## src/ioPredication_settings.svh

```systemverilog
// ---------------------------------------
// I/O predication settings
// Address width, port count and the base addresses of the read and write port windows
// ---------------------------------------

`default_nettype none

`ifndef IO_PREDICATION_SETTINGS_SVH
`define IO_PREDICATION_SETTINGS_SVH

// Width of an operand or destination address
`define IO_ADDR_WIDTH 10

// Ports per window, and the bits needed to number them
`define IO_PORT_COUNT 4
`define IO_PORT_INDEX_WIDTH 2

// Both bases are multiples of the port count, so the low address bits are the port index
`define IO_READ_BASE 1016
`define IO_WRITE_BASE 1020

`endif

`default_nettype wire

```

## src/ioPredicationPkg.sv

```systemverilog
// ---------------------------------------
// I/O predication types
// Address, port index and port mask vectors, the per-operand check result,
// and the one-hot port decode that both predication sides use
// ---------------------------------------

`include "ioPredication_settings.svh"
`default_nettype none

package ioPredicationPkg;

    typedef logic [`IO_ADDR_WIDTH-1:0] ioAddr;
    typedef logic [`IO_PORT_INDEX_WIDTH-1:0] portIndex;

    // One bit per port, used for EmptyFull flag vectors and for one-hot enables
    typedef logic [`IO_PORT_COUNT-1:0] portMask;

    // Result of checking one address against one port window
    typedef struct packed {
        logic isIo;
        portIndex index;
        logic notReady;
    } portCheck;

    // Turns a port number into its one-hot enable
    function automatic portMask oneHot(input portIndex index);
        return portMask'(1) << index;
    endfunction

endpackage

`default_nettype wire

```

## src/ioPortCheck.sv

```systemverilog
// ---------------------------------------
// I/O port check
// Two-stage decode of one address against a port window, then selection of the
// addressed port's EmptyFull flag one cycle later
// ---------------------------------------

`include "ioPredication_settings.svh"
`timescale 1ns/1ps
`default_nettype none

module ioPortCheck #(
    // First address of the port window, a multiple of the port count
    parameter ioPredicationPkg::ioAddr baseAddr = `IO_ADDR_WIDTH'(`IO_READ_BASE),
    // Flag value that blocks the access: 0 (empty) for reads, 1 (full) for writes
    parameter logic blockingState = 1'b0
) (
    input  logic clock,
    input  logic rst,
    input  logic enable,
    input  ioPredicationPkg::ioAddr addr,
    input  ioPredicationPkg::portMask emptyFull,
    output ioPredicationPkg::portCheck check
);

    // The window is aligned to the port count, so an address is inside it
    // exactly when its upper bits match the upper bits of the base
    localparam int tagWidth = `IO_ADDR_WIDTH - `IO_PORT_INDEX_WIDTH;
    localparam logic [tagWidth-1:0] windowTag =
        baseAddr[`IO_ADDR_WIDTH-1:`IO_PORT_INDEX_WIDTH];

    // Stage 1 registers
    logic stage1IsIo;
    ioPredicationPkg::portIndex stage1Index;

    // Stage 1 decode, combinational
    logic inWindow;
    ioPredicationPkg::portIndex addrIndex;

    // Stage 2 flag selection, combinational
    logic selectedFlag;
    logic blocked;

    // ---------------------------------------
    // Stage 1: address decode
    // ---------------------------------------

    // Compare the tag bits against the window and split off the port number
    always_comb begin
        inWindow = (addr[`IO_ADDR_WIDTH-1:`IO_PORT_INDEX_WIDTH] == windowTag);
        addrIndex = addr[`IO_PORT_INDEX_WIDTH-1:0];
    end

    // An instruction that is not enabled never counts as an I/O access,
    // so it can neither block nor raise an enable downstream
    always_ff @(posedge clock) begin
        if (rst) begin
            stage1IsIo <= 1'b0;
            stage1Index <= '0;
        end else begin
            stage1IsIo <= inWindow & enable;
            stage1Index <= addrIndex;
        end
    end

    // ---------------------------------------
    // Stage 2: flag selection
    // ---------------------------------------

    // The flags are sampled one cycle after the address, which is when the
    // port FIFOs present the state that this instruction will meet
    always_comb begin
        selectedFlag = emptyFull[stage1Index];
        blocked = stage1IsIo & (selectedFlag == blockingState);
    end

    // The index and isIo travel with notReady so that the parent sees all
    // three fields for the same instruction in the same cycle
    always_ff @(posedge clock) begin
        if (rst) begin
            check <= '0;
        end else begin
            check.isIo <= stage1IsIo;
            check.index <= stage1Index;
            check.notReady <= blocked;
        end
    end

endmodule

`default_nettype wire

```

## src/ioPredication.sv

```systemverilog
// ---------------------------------------
// I/O predication top level
// Joins the read and write predication sides and forms the ioReady level
// that gates every port enable of the instruction
// ---------------------------------------

`timescale 1ns/1ps
`default_nettype none

module ioPredication (
    input  logic clock,
    input  logic rst,
    input  logic enable,
    // Read operands and destination of the instruction entering this cycle
    input  ioPredicationPkg::ioAddr addrA,
    input  ioPredicationPkg::ioAddr addrB,
    input  ioPredicationPkg::ioAddr addrD,
    // EmptyFull flags of the read and write ports, sampled every cycle
    input  ioPredicationPkg::portMask readEmptyFull,
    input  ioPredicationPkg::portMask writeEmptyFull,
    // High when every port the instruction in stage 2 touches can proceed
    output logic ioReady,
    // One-hot port enables, zero when the instruction is annulled
    output ioPredicationPkg::portMask readPortEnableA,
    output ioPredicationPkg::portMask readPortEnableB,
    output ioPredicationPkg::portMask writePortEnable
);

    logic notReadyA;
    logic notReadyB;
    logic notReadyD;

    // ---------------------------------------
    // Read side
    // ---------------------------------------

    ioReadPredication readPred (
        .clock       (clock),
        .rst         (rst),
        .enable      (enable),
        .addrA       (addrA),
        .addrB       (addrB),
        .emptyFull   (readEmptyFull),
        .ioReady     (ioReady),
        .notReadyA   (notReadyA),
        .notReadyB   (notReadyB),
        .portEnableA (readPortEnableA),
        .portEnableB (readPortEnableB)
    );

    // ---------------------------------------
    // Write side
    // ---------------------------------------

    ioWritePredication writePred (
        .clock      (clock),
        .rst        (rst),
        .enable     (enable),
        .addrD      (addrD),
        .emptyFull  (writeEmptyFull),
        .ioReady    (ioReady),
        .notReadyD  (notReadyD),
        .portEnable (writePortEnable)
    );

    // ---------------------------------------
    // Readiness
    // ---------------------------------------

    // The three notReady bits belong to the same instruction, since all
    // checks share the same two-stage latency.
    // Any single blocked port annuls the whole instruction, and with all
    // pipeline registers cleared by reset this level starts out high
    assign ioReady = ~(notReadyA | notReadyB | notReadyD);

endmodule

`default_nettype wire

```

## src/ioReadPredication.sv

```systemverilog
// ---------------------------------------
// I/O read predication
// Checks operands A and B against the read port window and issues their
// one-hot read enables only when the whole instruction is ready
// ---------------------------------------

`include "ioPredication_settings.svh"
`timescale 1ns/1ps
`default_nettype none

module ioReadPredication (
    input  logic clock,
    input  logic rst,
    input  logic enable,
    input  ioPredicationPkg::ioAddr addrA,
    input  ioPredicationPkg::ioAddr addrB,
    input  ioPredicationPkg::portMask emptyFull,
    input  logic ioReady,
    output logic notReadyA,
    output logic notReadyB,
    output ioPredicationPkg::portMask portEnableA,
    output ioPredicationPkg::portMask portEnableB
);

    ioPredicationPkg::portCheck resultA;
    ioPredicationPkg::portCheck resultB;

    // A read is blocked by an empty port, so the blocking state is 0
    ioPortCheck #(
        .baseAddr      (`IO_ADDR_WIDTH'(`IO_READ_BASE)),
        .blockingState (1'b0)
    ) checkA (
        .clock     (clock),
        .rst       (rst),
        .enable    (enable),
        .addr      (addrA),
        .emptyFull (emptyFull),
        .check     (resultA)
    );

    ioPortCheck #(
        .baseAddr      (`IO_ADDR_WIDTH'(`IO_READ_BASE)),
        .blockingState (1'b0)
    ) checkB (
        .clock     (clock),
        .rst       (rst),
        .enable    (enable),
        .addr      (addrB),
        .emptyFull (emptyFull),
        .check     (resultB)
    );

    // Both check results come out of stage 2 already aligned, so the
    // readiness bits go straight up to the top
    assign notReadyA = resultA.notReady;
    assign notReadyB = resultB.notReady;

    // ioReady comes back in the same cycle; a low level annuls both reads
    // so that no FIFO is popped for an instruction that will be re-issued
    assign portEnableA = (resultA.isIo && ioReady) ?
        ioPredicationPkg::oneHot(resultA.index) : '0;
    assign portEnableB = (resultB.isIo && ioReady) ?
        ioPredicationPkg::oneHot(resultB.index) : '0;

endmodule

`default_nettype wire

```

## src/ioWritePredication.sv

```systemverilog
// ---------------------------------------
// I/O write predication
// Checks destination D against the write port window and issues its one-hot
// write enable only when the whole instruction is ready
// ---------------------------------------

`include "ioPredication_settings.svh"
`timescale 1ns/1ps
`default_nettype none

module ioWritePredication (
    input  logic clock,
    input  logic rst,
    input  logic enable,
    input  ioPredicationPkg::ioAddr addrD,
    input  ioPredicationPkg::portMask emptyFull,
    input  logic ioReady,
    output logic notReadyD,
    output ioPredicationPkg::portMask portEnable
);

    ioPredicationPkg::portCheck resultD;

    // ---------------------------------------
    // Destination check
    // ---------------------------------------

    // A write is blocked by a full port, so the blocking state is 1
    ioPortCheck #(
        .baseAddr      (`IO_ADDR_WIDTH'(`IO_WRITE_BASE)),
        .blockingState (1'b1)
    ) checkD (
        .clock     (clock),
        .rst       (rst),
        .enable    (enable),
        .addr      (addrD),
        .emptyFull (emptyFull),
        .check     (resultD)
    );

    // The destination's readiness joins the read operands' at the top
    assign notReadyD = resultD.notReady;

    // ---------------------------------------
    // Write enable
    // ---------------------------------------

    // Annulment happens here, after the check, because ioReady depends on all
    // three operands and only exists once every check has finished stage 2.
    // A blocked read therefore also suppresses a write to a port with room
    assign portEnable = (resultD.isIo && ioReady) ?
        ioPredicationPkg::oneHot(resultD.index) : '0;

endmodule

`default_nettype wire

```

## config.mk

```make
export PLATFORM = sky130hd
export DESIGN_NAME = ioPredication
export DESIGN_NICKNAME = d
export VERILOG_FILES = /design/src/ioPredicationPkg.sv /design/src/ioPortCheck.sv /design/src/ioPredication.sv /design/src/ioReadPredication.sv /design/src/ioWritePredication.sv
export VERILOG_INCLUDE_DIRS = /design/src /design/src/src
export SDC_FILE = /design/constraint.sdc
export NUM_CORES = 1
export LEC_CHECK = 0
export ABC_AREA = 0
export BUFFER_PORTS_ARGS = -buffer_cell sky130_fd_sc_hd__buf_2
export CORE_MARGIN = 3
export CORE_UTILIZATION = 46
export CTS_BUF_LIST = sky130_fd_sc_hd__clkbuf_4
export DETAILED_ROUTE_END_ITERATION = 10
export PLACE_DENSITY = 0.87
export SYNTH_ARGS = -nofsm -noshare
export SYNTH_HDL_FRONTEND = slang
export SYNTH_SLANG_ARGS = --single-unit
```

## constraint.sdc

```tcl
create_clock -name clock -period 3 [get_ports clock]
set_clock_uncertainty 0.2 [all_clocks]
set_input_delay 0.15 -clock clock [delete_from_list [all_inputs] [get_ports clock]]
set_output_delay 0.15 -clock clock [all_outputs]
set_load 0.05 [all_outputs]
```

**Word-level counts from Yosys, hierarchy flattened**

Index checks and enable logic that the tools add are counted.

- Bits in registers: 21
- Input bits: 41
- Word-level logic and storage cells: 47
- Output and inout bits: 13

- Shifts and indexed selects: 3
- Reductions and logical operators: 3
- Mux-type cells: 9
- Equality and inequality tests: 3
- Magnitude comparators: 3
- Bitwise operators: 11

Operators by type and width:

| cell | number |
|---|---|
| == test 8 bit, second input constant | 3 |
| 2-to-1 mux 4 bit | 3 |
| << shifter 1 x 2 -> 4 bit, first input constant | 3 |
| < comparator 2 x 3 -> 1 bit, second input constant | 3 |
| bitwise AND 1 bit | 6 |
| binary-select mux 1 bit (select 2 bit) | 3 |
| logical AND 1 bit | 3 |
| 2-to-1 mux 1 bit | 3 |
| inverter 1 bit | 3 |
| bitwise OR 1 bit | 2 |

**Longest topological paths before layout**

Gate-level depths: netlist of the first run.

- Word-level depth: 5
- Gate-level depth with buffers: 2
- Mapped depth without buffers: 2

**Cells and area by module**

From an unflattened synthesis of the first run, not the netlist that was laid out.

- Cells, all modules: 65
- Area, all modules: 809.5 µm²

Modules (own cells, without submodules):

| module | area an instance (µm²) | cells each | instances | sequential area each (µm²) |
|---|---|---|---|---|
| ioPortCheck at readPred.checkA ... | 224.0 | 17 | 2 | 140.1 |
| ioPortCheck at writePred.checkD | 224.0 | 18 | 1 | 140.1 |
| ioReadPredication | 82.6 | 8 | 1 | 0.0 |
| ioWritePredication | 45.0 | 4 | 1 | 0.0 |
| ioPredication | 10.0 | 1 | 1 | 0.0 |

**Least setup slack after synthesis of the first run**

Ideal clock, no wire load.

- Path type: register -> output
- Start: register readPred.checkB.check[0] in the netlist's numbering
- End: output writePortEnable[3]
- Required time: 2.650 ns
- Path slack: 0.560 ns
- Path buffers: 0
- Stages on the path, launching flop included: 3
- Arrival: 2.090 ns
- Cells stage by stage: dfxtp_1 nor3_1 and4_1

- Longest elaborated chain between the ends: 5

RTL lines:

| what | line | RTL |
|---|---|---|
| from (decl) | ioPortCheck.sv:22 | `output ioPredicationPkg::portCheck check` |
| bitwise OR 1 bit (2 in series) | ioPredication.sv:74 | `assign ioReady = ~(notReadyA \| notReadyB \| notReadyD);` |
| inverter 1 bit | ioPredication.sv:74 |  |
| named net ioReady | ioPredication.sv:22 | `output logic ioReady,` |
| logical AND 1 bit | ioWritePredication.sv:51 | `assign portEnable = (resultD.isIo && ioReady) ?` |
| 2-to-1 mux 4 bit | ioWritePredication.sv:51 |  |
| to (decl) | ioPredication.sv:26 | `output ioPredicationPkg::portMask writePortEnable` |

The timed path passes the listed nets, and every way through them passes these cells.

**Final worst setup path of the first run**

- Start: input addrA[3]
- End: register readPred.checkA.stage1IsIo

- Longest elaborated chain between the ends: 2

RTL lines:

| what | line | RTL |
|---|---|---|
| from (decl) | ioPredication.sv:15 | `input ioPredicationPkg::ioAddr addrA,` |
| == test 8 bit | ioPortCheck.sv:49 | `` inWindow = (addr[`IO_ADDR_WIDTH-1:`IO_PORT_INDEX_WIDTH] == windowTag); `` |
| bitwise AND 1 bit | ioPortCheck.sv:60 | `stage1IsIo <= inWindow & enable;` |
| to (signal assigned) | ioPortCheck.sv:60 |  |
| to (decl) | ioPortCheck.sv:32 | `logic stage1IsIo;` |

Every way passes these cells.
A chain may end at the register's enable or synchronous reset.

==> results.txt, run 1 <==
The flow ran to the end, and the final reports show no timing, DRC or antenna violations. The sequential share of power is around three fifths. The final setup violation count is 0. The flip-flop and latch count after synthesis came out at 21. The number of antenna violations at the first check in global routing came to 0.

The die footprint is 2346 um2. The worst setup path is captured at a register. The maximum fanout along the worst path came out at 1.

The worst path needs 2.126 ns of the cycle, external delays included. The vertical die dimension is 48.44 um. The distinct cell type count of the synthesized netlist came out at 14. The via count of the routed design came out at 859. The number of non-filler instances in the completed layout came out at roughly 170. Once the floorplan was initialized, standard cells occupied roughly half of the core. The tool flagged a number of max-cap violations equal to 0. The post-synthesis cell count came out at 71. The clock network accounts for between 20 and 30% of the total power.

Buffers added to address setup during post-CTS repair amount to 0. The cell area after technology mapping came out at 828.3 um2. The number of buffers created by CTS came out at 3. The detail route stage leaves a number of antenna-violating nets equal to 0.

The first routing iteration left 2 violations. The library cell used most frequently in the layout, excluding fill and tap cells, is sky130_fd_sc_hd__buf_2. The net total in the final layout came out at approximately 190. The number of top-level pins came out at 54.

The layout has 85 filler cells. The via count of the first global-routing pass was 962. The critical path in this run is classified as in2reg.

In this run the mean area of a mapped cell was 11.67 um2. The final number of hold-violating endpoints came out at 0. For the final routed database, the setup TNS stands at 0 ns. After synthesis, the largest family of logic cells by area is simple AND/OR/NAND/NOR gates. Setup repair after global routing left no endpoint under its margin. The overflow left after global routing is 0. The final antenna diode count came out at 0. Summing the areas of all compound-gate instances in the mapped netlist gives 0% of the synthesized area. The warning count from the yosys run came out at 0. Of the cells placed in the final design, the portion with a size suffix greater than 1 is 46.94%. The DRC violations left is 0.

The number of clock sinks came out at 21. The global-route wire length before repair came out at 4112 um. The routed via count divided by cell count is 5.023. STA classifies the critical path startpoint as an input pin.

After clock tree synthesis, the clock-pin slew on the worst setup and hold paths is roughly 0.13 ns. In this run switching power makes up 23.83% of total power. Summing the areas of all fa, ha and maj instances in the mapped netlist gives 0% of the synthesized area. The path class of the tightest hold or removal check is in2reg.

The pin count of the biggest net entering global routing is 17. The maximum clock rate came out at around 0.47 GHz. The area growth from synthesis to layout came out at 62.99%.

The root buffer cell is sky130_fd_sc_hd__clkbuf_4. The net load switching power is 119.4 uW. The data required time at the worst endpoint came out at 3.06 ns. The first TritonRoute pass finished after 2 iterations. In the final routed layout, each cell accounts on average for 15.04 um. After Yosys synthesis, XOR and XNOR cells account for 0% of the synthesized area.

For the worst-skew pair, the clock arrives at the later sink with an insertion delay of 0.31 ns. The maximum count of clock buffers along a single path came out at 2. The fraction of the cycle the final worst path needs is 70.88%. The aggregate routed wire length came out at between 2000 and 3000 um. The final standard cell area without fillers came out at 1350 um2. After Yosys synthesis, and, or, nand and nor cells account for between 40% and 50% of the synthesized area. Global routing consumed, over all layers together, 23.07% of the routing resources. The placed standard-cell area came out at 1120 um2. In this run the horizontal extent of the chip is 48.44 um. The cell area power density is 371.1 nW/um2. The CTS tree is built. Input and output buffers added on the ports amount to between 50 and 60. The leakage power came out at ~0.0006 uW. At the end of routability-driven placement, the weighted congestion stood at 0.6784. The top cell types in the final layout, fill and taps aside, are sky130_fd_sc_hd__buf_2 (53), sky130_fd_sc_hd__dfxtp_1 (21), sky130_fd_sc_hd__dlygate4sd3_1 (20). The synthesized netlist net count is about 110.

The relative contribution of combinational cells to total power came out at a little over an eighth. The max-slew violation count is 0. The relative slew slack is between 80% and 90%. In this run the number of H-tree levels came out at 1.

The hold buffer count at CTS is 19. The worst-case hold slack came out at 0.01774 ns. The count of cells resized by post-cts repair came out at 0. Sequential elements use 50.76% of the synthesized area. The placement row count came out at 14.

The data arrival time of the critical path is 2.18 ns. The number of instances in the placed design is 147. The portion of netlist area occupied by mux cells is 8.157%. The internal cell power came out at roughly 380 uW. The area of the core came out at about 1600 um2. Once detailed placement completed, the half-perimeter wirelength came to 1446 um. The overall power came out at 501.0 uW. The peak supply drop came out at 0.3288 mV.

The actual slew at the worst max-slew pin is 0.2603 ns.
[per-layer routing]
| layer | track usage [%] | vias up | part of all wire (%) |
|---|---|---|---|
| met1 | 19.42 | 388 | 33 |
| met3 | 7.362 | 10 | 8.1 |
| met2 | 44.95 | 53 | 55 |
| met4 | 15.64 | 0 | 3.4 |
| met5 | 0 | - | 0 |
| li1 | - | 408 | - |
[power groups by stage]
| stage | Combinational [uW] | Clock (uW) | Sequential [uW] |
|---|---|---|---|
| after global routing | 71.4 | 153 | 294 |
| after detailed placement | 45.9 | 0 | 299 |
| after global placement | 43.3 | 0 | 298 |
| after CTS | 60.1 | 138 | 293 |
| final | 66.1 | 142 | 293 |
| after floorplan | 17.2 | 0 | 297 |
[final timing paths]
check	from	to	slack, ns	cells past startpoint
hold reg to reg	writePred.checkD.stage1Index[1]	writePred.checkD.check[2]	0.28	1
hold / removal	readEmptyFull[1]	readPred.checkB.check[0]	0.02	3
setup / recovery	addrA[3]	readPred.checkA.stage1IsIo	0.87	6
setup reg to reg	readPred.checkA.stage1Index[0]	readPred.checkA.check[0]	1.64	2
[synthesized netlist by cell type]
master,number,area share (%)
sky130_fd_sc_hd__nand4_1,4,3.0
sky130_fd_sc_hd__mux4_2,3,8.2
sky130_fd_sc_hd__nor3_1,7,4.2
sky130_fd_sc_hd__clkbuf_1,1,0.45
sky130_fd_sc_hd__nor2_1,2,0.91
sky130_fd_sc_hd__nand2_1,2,0.91
sky130_fd_sc_hd__nand2b_1,1,0.76
sky130_fd_sc_hd__dfxtp_1,21,51
sky130_fd_sc_hd__nand4b_1,2,2.1
sky130_fd_sc_hd__and2_1,1,0.76
sky130_fd_sc_hd__and4_1,1,1.1
sky130_fd_sc_hd__or4b_4,3,5.0
sky130_fd_sc_hd__nor2b_1,17,13
sky130_fd_sc_hd__nor3b_2,6,9.1
[metrics by stage]
step,utilization (%),setup slack [ns]
4_1_cts,84.07,0.9367
3_5_place_dp,70.25,1.289
3_3_place_gp,70.25,1.326
6_report,84.69,0.8737
2_1_floorplan,-,0.5596
5_1_grt,84.69,0.7746
[critical path, stage by stage]
cell and delay, ns:
sky130_fd_sc_hd__dlygate4sd3_1 0.54, sky130_fd_sc_hd__buf_2 0.11, sky130_fd_sc_hd__nand4_1 0.06, sky130_fd_sc_hd__dlygate4sd3_1 0.56, sky130_fd_sc_hd__nor3_1 0.18, sky130_fd_sc_hd__dlygate4sd3_1 0.58
[registers in the layout, summed over array words and instances, names as in the netlist]
register,count
readPred.checkB.stage1IsIo,1
readPred.checkA.stage1IsIo,1
writePred.checkD.stage1IsIo,1
readPred.checkB.stage1Index,2
readPred.checkA.stage1Index,2
writePred.checkD.check,4
writePred.checkD.stage1Index,2
readPred.checkA.check,4
readPred.checkB.check,4
[layout make-up]
class | count | area (um2) | share of cell area, %
well taps | 24 | 30.03 | 2.224
multi-input cells | 49 | 404.1 | 29.94
flip-flops and latches | 21 | 420.4 | 31.14
clock inverters | 1 | 7.507 | 0.5561
repair buffers | 73 | 465.4 | 34.48
clock buffers | 3 | 22.52 | 1.668
[logic make-up after synthesis]
family	Yosys count
buffers and inverters	1
DFF	21
and+or+nand+nor	46
muxes	3
(Power assumes the default switching activity.)
==> inputs of run 2 (changes only) <==
- CORE_ASPECT_RATIO: unset -> 0.6
- CORE_UTILIZATION: 46 -> 38
- PLACE_DENSITY: 0.87 -> 0.77
- clock period: 3 -> 1.9 ns (I/O delays scaled with it)
==> results.txt, run 2 (synthesis gave the netlist of run 1 again) <==
The worst-case setup margin in the final layout came out at -0.05617 ns (-0.9299 ns). The data required time at the worst endpoint is 1.60 ns (-1.46 ns). STA classifies the critical path endpoint as an output port.

The number of clock sinks came out at 21 (unchanged). The die footprint came out at 2794 um2 (+19%). The number of non-filler instances in the completed layout came out at 185 (+8.2%).

The final standard cell area without fillers is 1588 um2 (+18%). The number of instances in the placed design came to 151 (+2.7%). The number of max-capacitance violations reported is 0 (unchanged). The number of buffers created by CTS came out at 3 (unchanged). The placed standard-cell area is 1145 um2 (+2.2%). The final number of hold-violating endpoints is 0 (unchanged). The vertical die dimension came out at 42.17 um (-13%). The area of the core is 1952 um2 (+22%).

The number of top-level pins was 54 (unchanged). The aggregate routed wire length is 2989 um (+16%). The data arrival time of the critical path is 1.66 ns (-0.52 ns). The via count of the routed design came out at 926 (+7.8%). The maximum fanout along the worst path came to 4 (+3). The number of antenna violations at the first check in global routing came out at 0 (unchanged). The worst setup path is launched from a register. The actual slew at the worst max-slew pin is 0.2954 ns (+0.03513 ns). The placer congestion estimate is 0.6592 (-2.8%). The relative slew slack is 80.16% (-2.5 points). The most common library cell in the layout ignoring fill and taps is sky130_fd_sc_hd__buf_2. The port buffer count is 53 (unchanged). The overflow left after global routing is 0 (unchanged).

The proportion of layout cells with a drive suffix above 1 is 48.41% (+1.5 points). The worst min-delay path category is in2reg. The cell area power density came out at 512.7 nW/um2 (+38%). The overall fraction of global-route tracks in use came out at 23.23% (+0.16 points).

The DRC violations left is 0 (unchanged). The depth of the CTS H-tree is 1 (unchanged). The clock latency of the later-clocked register in the worst-skew pair is 0.30 ns (about the same).

The area growth from synthesis to layout came out at 91.69%. The fraction of the cycle the final worst path needs came out at 103.0%. The chip width came out at 66.28 um (+37%). The worst-case hold slack is 0.02753 ns (+0.009785 ns).

The final antenna diode count came out at 0 (unchanged). The final setup violation count is 6 (+6). The flow ran to the end, but the final reports show violations. The leakage power is 0.0006563 uW (+9.7%).

The clock period minus final worst setup slack came out at 1.956 ns. The total half-perimeter wirelength after legalization and detailed placement is 1573 um (+8.8%). The number of detailed-route iterations in the first pass came out at 4 (+2). The max-slew violation count came out at 0 (unchanged). The library cells used most frequently in the layout, excluding fill and tap cells, are sky130_fd_sc_hd__buf_2 (42), sky130_fd_sc_hd__dlygate4sd3_1 (29), sky130_fd_sc_hd__dfxtp_1 (19).

The net total in the final layout is 199 (+5.3%). The final reports fail on negative setup slack. The CTS tree is built.

The pin count of the biggest net entering global routing is 17 (unchanged). The initial cell density of the core is 42.44% (-9.5 points). The overall power is 814.1 uW (+62%). The setup slack of the worst register-to-register path came out at 0.07 ns (-1.57 ns). The post-CTS clock slew at the launch and capture registers of the worst setup and hold paths came out at 0.11 ns (-0.02 ns). The number of nets still failing antenna checks after routing is 0 (unchanged). The largest registers in the layout are readPred.checkA.check (4), readPred.checkB.check (4), writePred.checkD.check (4). The maximum count of clock buffers along a single path was 2 (unchanged). The root buffer cell is sky130_fd_sc_hd__clkbuf_4. The via count of the first global-routing pass came out at 986 (+2.5%). The iteration-0 DRC count of the detailed router came to 29 (+27). The maximum clock rate is about 0.51 GHz.

The routed via count divided by cell count came out at 5.005 (-0.36%). The placement row count is 12 (-2). By startpoint and endpoint, the worst setup path is classified as reg2out.

The routed length per placed instance is 16.16 um (+7.5%). The peak supply drop was 0.3553 mV (+8.0%). Setup repair after global routing could not meet its margin everywhere.

The global-route wire length before repair came out at 4712 um (+15%).
run 2: cell count changes in the layout (fill, tap and decap cells not counted):
| cell | before | now |
|---|---|---|
| sky130_fd_sc_hd__buf_4 | 0 | 1 |
| sky130_fd_sc_hd__dfxtp_2 | 0 | 2 |
| sky130_fd_sc_hd__clkbuf_4 | 3 | 4 |
| sky130_fd_sc_hd__nor3b_4 | 0 | 5 |
| sky130_fd_sc_hd__buf_2 | 53 | 42 |
| sky130_fd_sc_hd__nor3_4 | 0 | 2 |
| sky130_fd_sc_hd__nor3_1 | 7 | 3 |
| sky130_fd_sc_hd__nor3b_2 | 6 | 1 |
| sky130_fd_sc_hd__dfxtp_1 | 21 | 19 |
| sky130_fd_sc_hd__buf_6 | 0 | 11 |
| sky130_fd_sc_hd__nor3_2 | 0 | 2 |
| sky130_fd_sc_hd__clkinvlp_4 | 1 | 0 |
| sky130_fd_sc_hd__dlygate4sd3_1 | 20 | 29 |
run 2: final timing paths:
path                                                  end  cells past startpoint                           start
worst min-delay path             readPred.checkB.check[0]                      3                readEmptyFull[1]
worst max-delay path                   readPortEnableB[1]                      3        readPred.checkA.check[0]
worst min register to register  writePred.checkD.check[3]                      1     writePred.checkD.stage1IsIo
worst max register to register   readPred.checkA.check[0]                      3  readPred.checkA.stage1Index[0]
run 2: worst max-delay path, cell delays in order (launching register included):
cell and delay [ns]:
sky130_fd_sc_hd__dfxtp_2 0.35, sky130_fd_sc_hd__or4b_4 0.61, sky130_fd_sc_hd__nor3b_4 0.22, sky130_fd_sc_hd__buf_6 0.19
run 2: stage by stage:
step | worst slack (ns) | util, % | setup TNS (ns)
after floorplan | -0.01629 | - | -0.01629
after global placement | 0.2550 | 58.65 | 0
after detailed placement | 0.2062 | 58.65 | 0
after CTS | -0.03491 | 79.29 | -0.1027
after global routing | -0.1138 | 81.35 | -0.7192
final | -0.05617 | 81.35 | -0.1793
run 2: layer usage:
metal / GRT usage, % / share of wire, % / vias up
li1: - / - / 426
met1: 23.22 / 36 / 434
met2: 43.00 / 53 / 51
met3: 7.507 / 6.8 / 15
met4: 10.93 / 4.2 / 0
met5: 0 / 0 / -
run 2: area by class of cell:
type                            instances  area, um2
Timing Repair Buffer                   83      631.9
Multi-Input combinational cell         49      467.9
Sequential cell                        21      422.9
Fill cell                             104      364.1
Tap cell                               28      35.03
Clock buffer                            4      30.03
run 2: what timing repair did:
item | in CTS | in global routing
buffers inserted | 1 | 0
endpoints found under the setup margin | 11 | 12
pin swaps | 4 | 3
gates resized for setup | 21 | 10
hold buffers | 30 | 0
cloned | 0 | 0
hold endpoints to repair | 19 | 0
run 2: report_power, final:
| part | total (uW) | switching (uW) | internal (uW) | leakage, uW |
|---|---|---|---|---|
| clock network | 223 | 127 | 96.0 | 0.0000184 |
| logic | 124 | 37.5 | 86.6 | 0.000465 |
| registers | 467 | 14.8 | 452 | 0.000173 |
| total | 814 | 179 | 635 | 0.000656 |
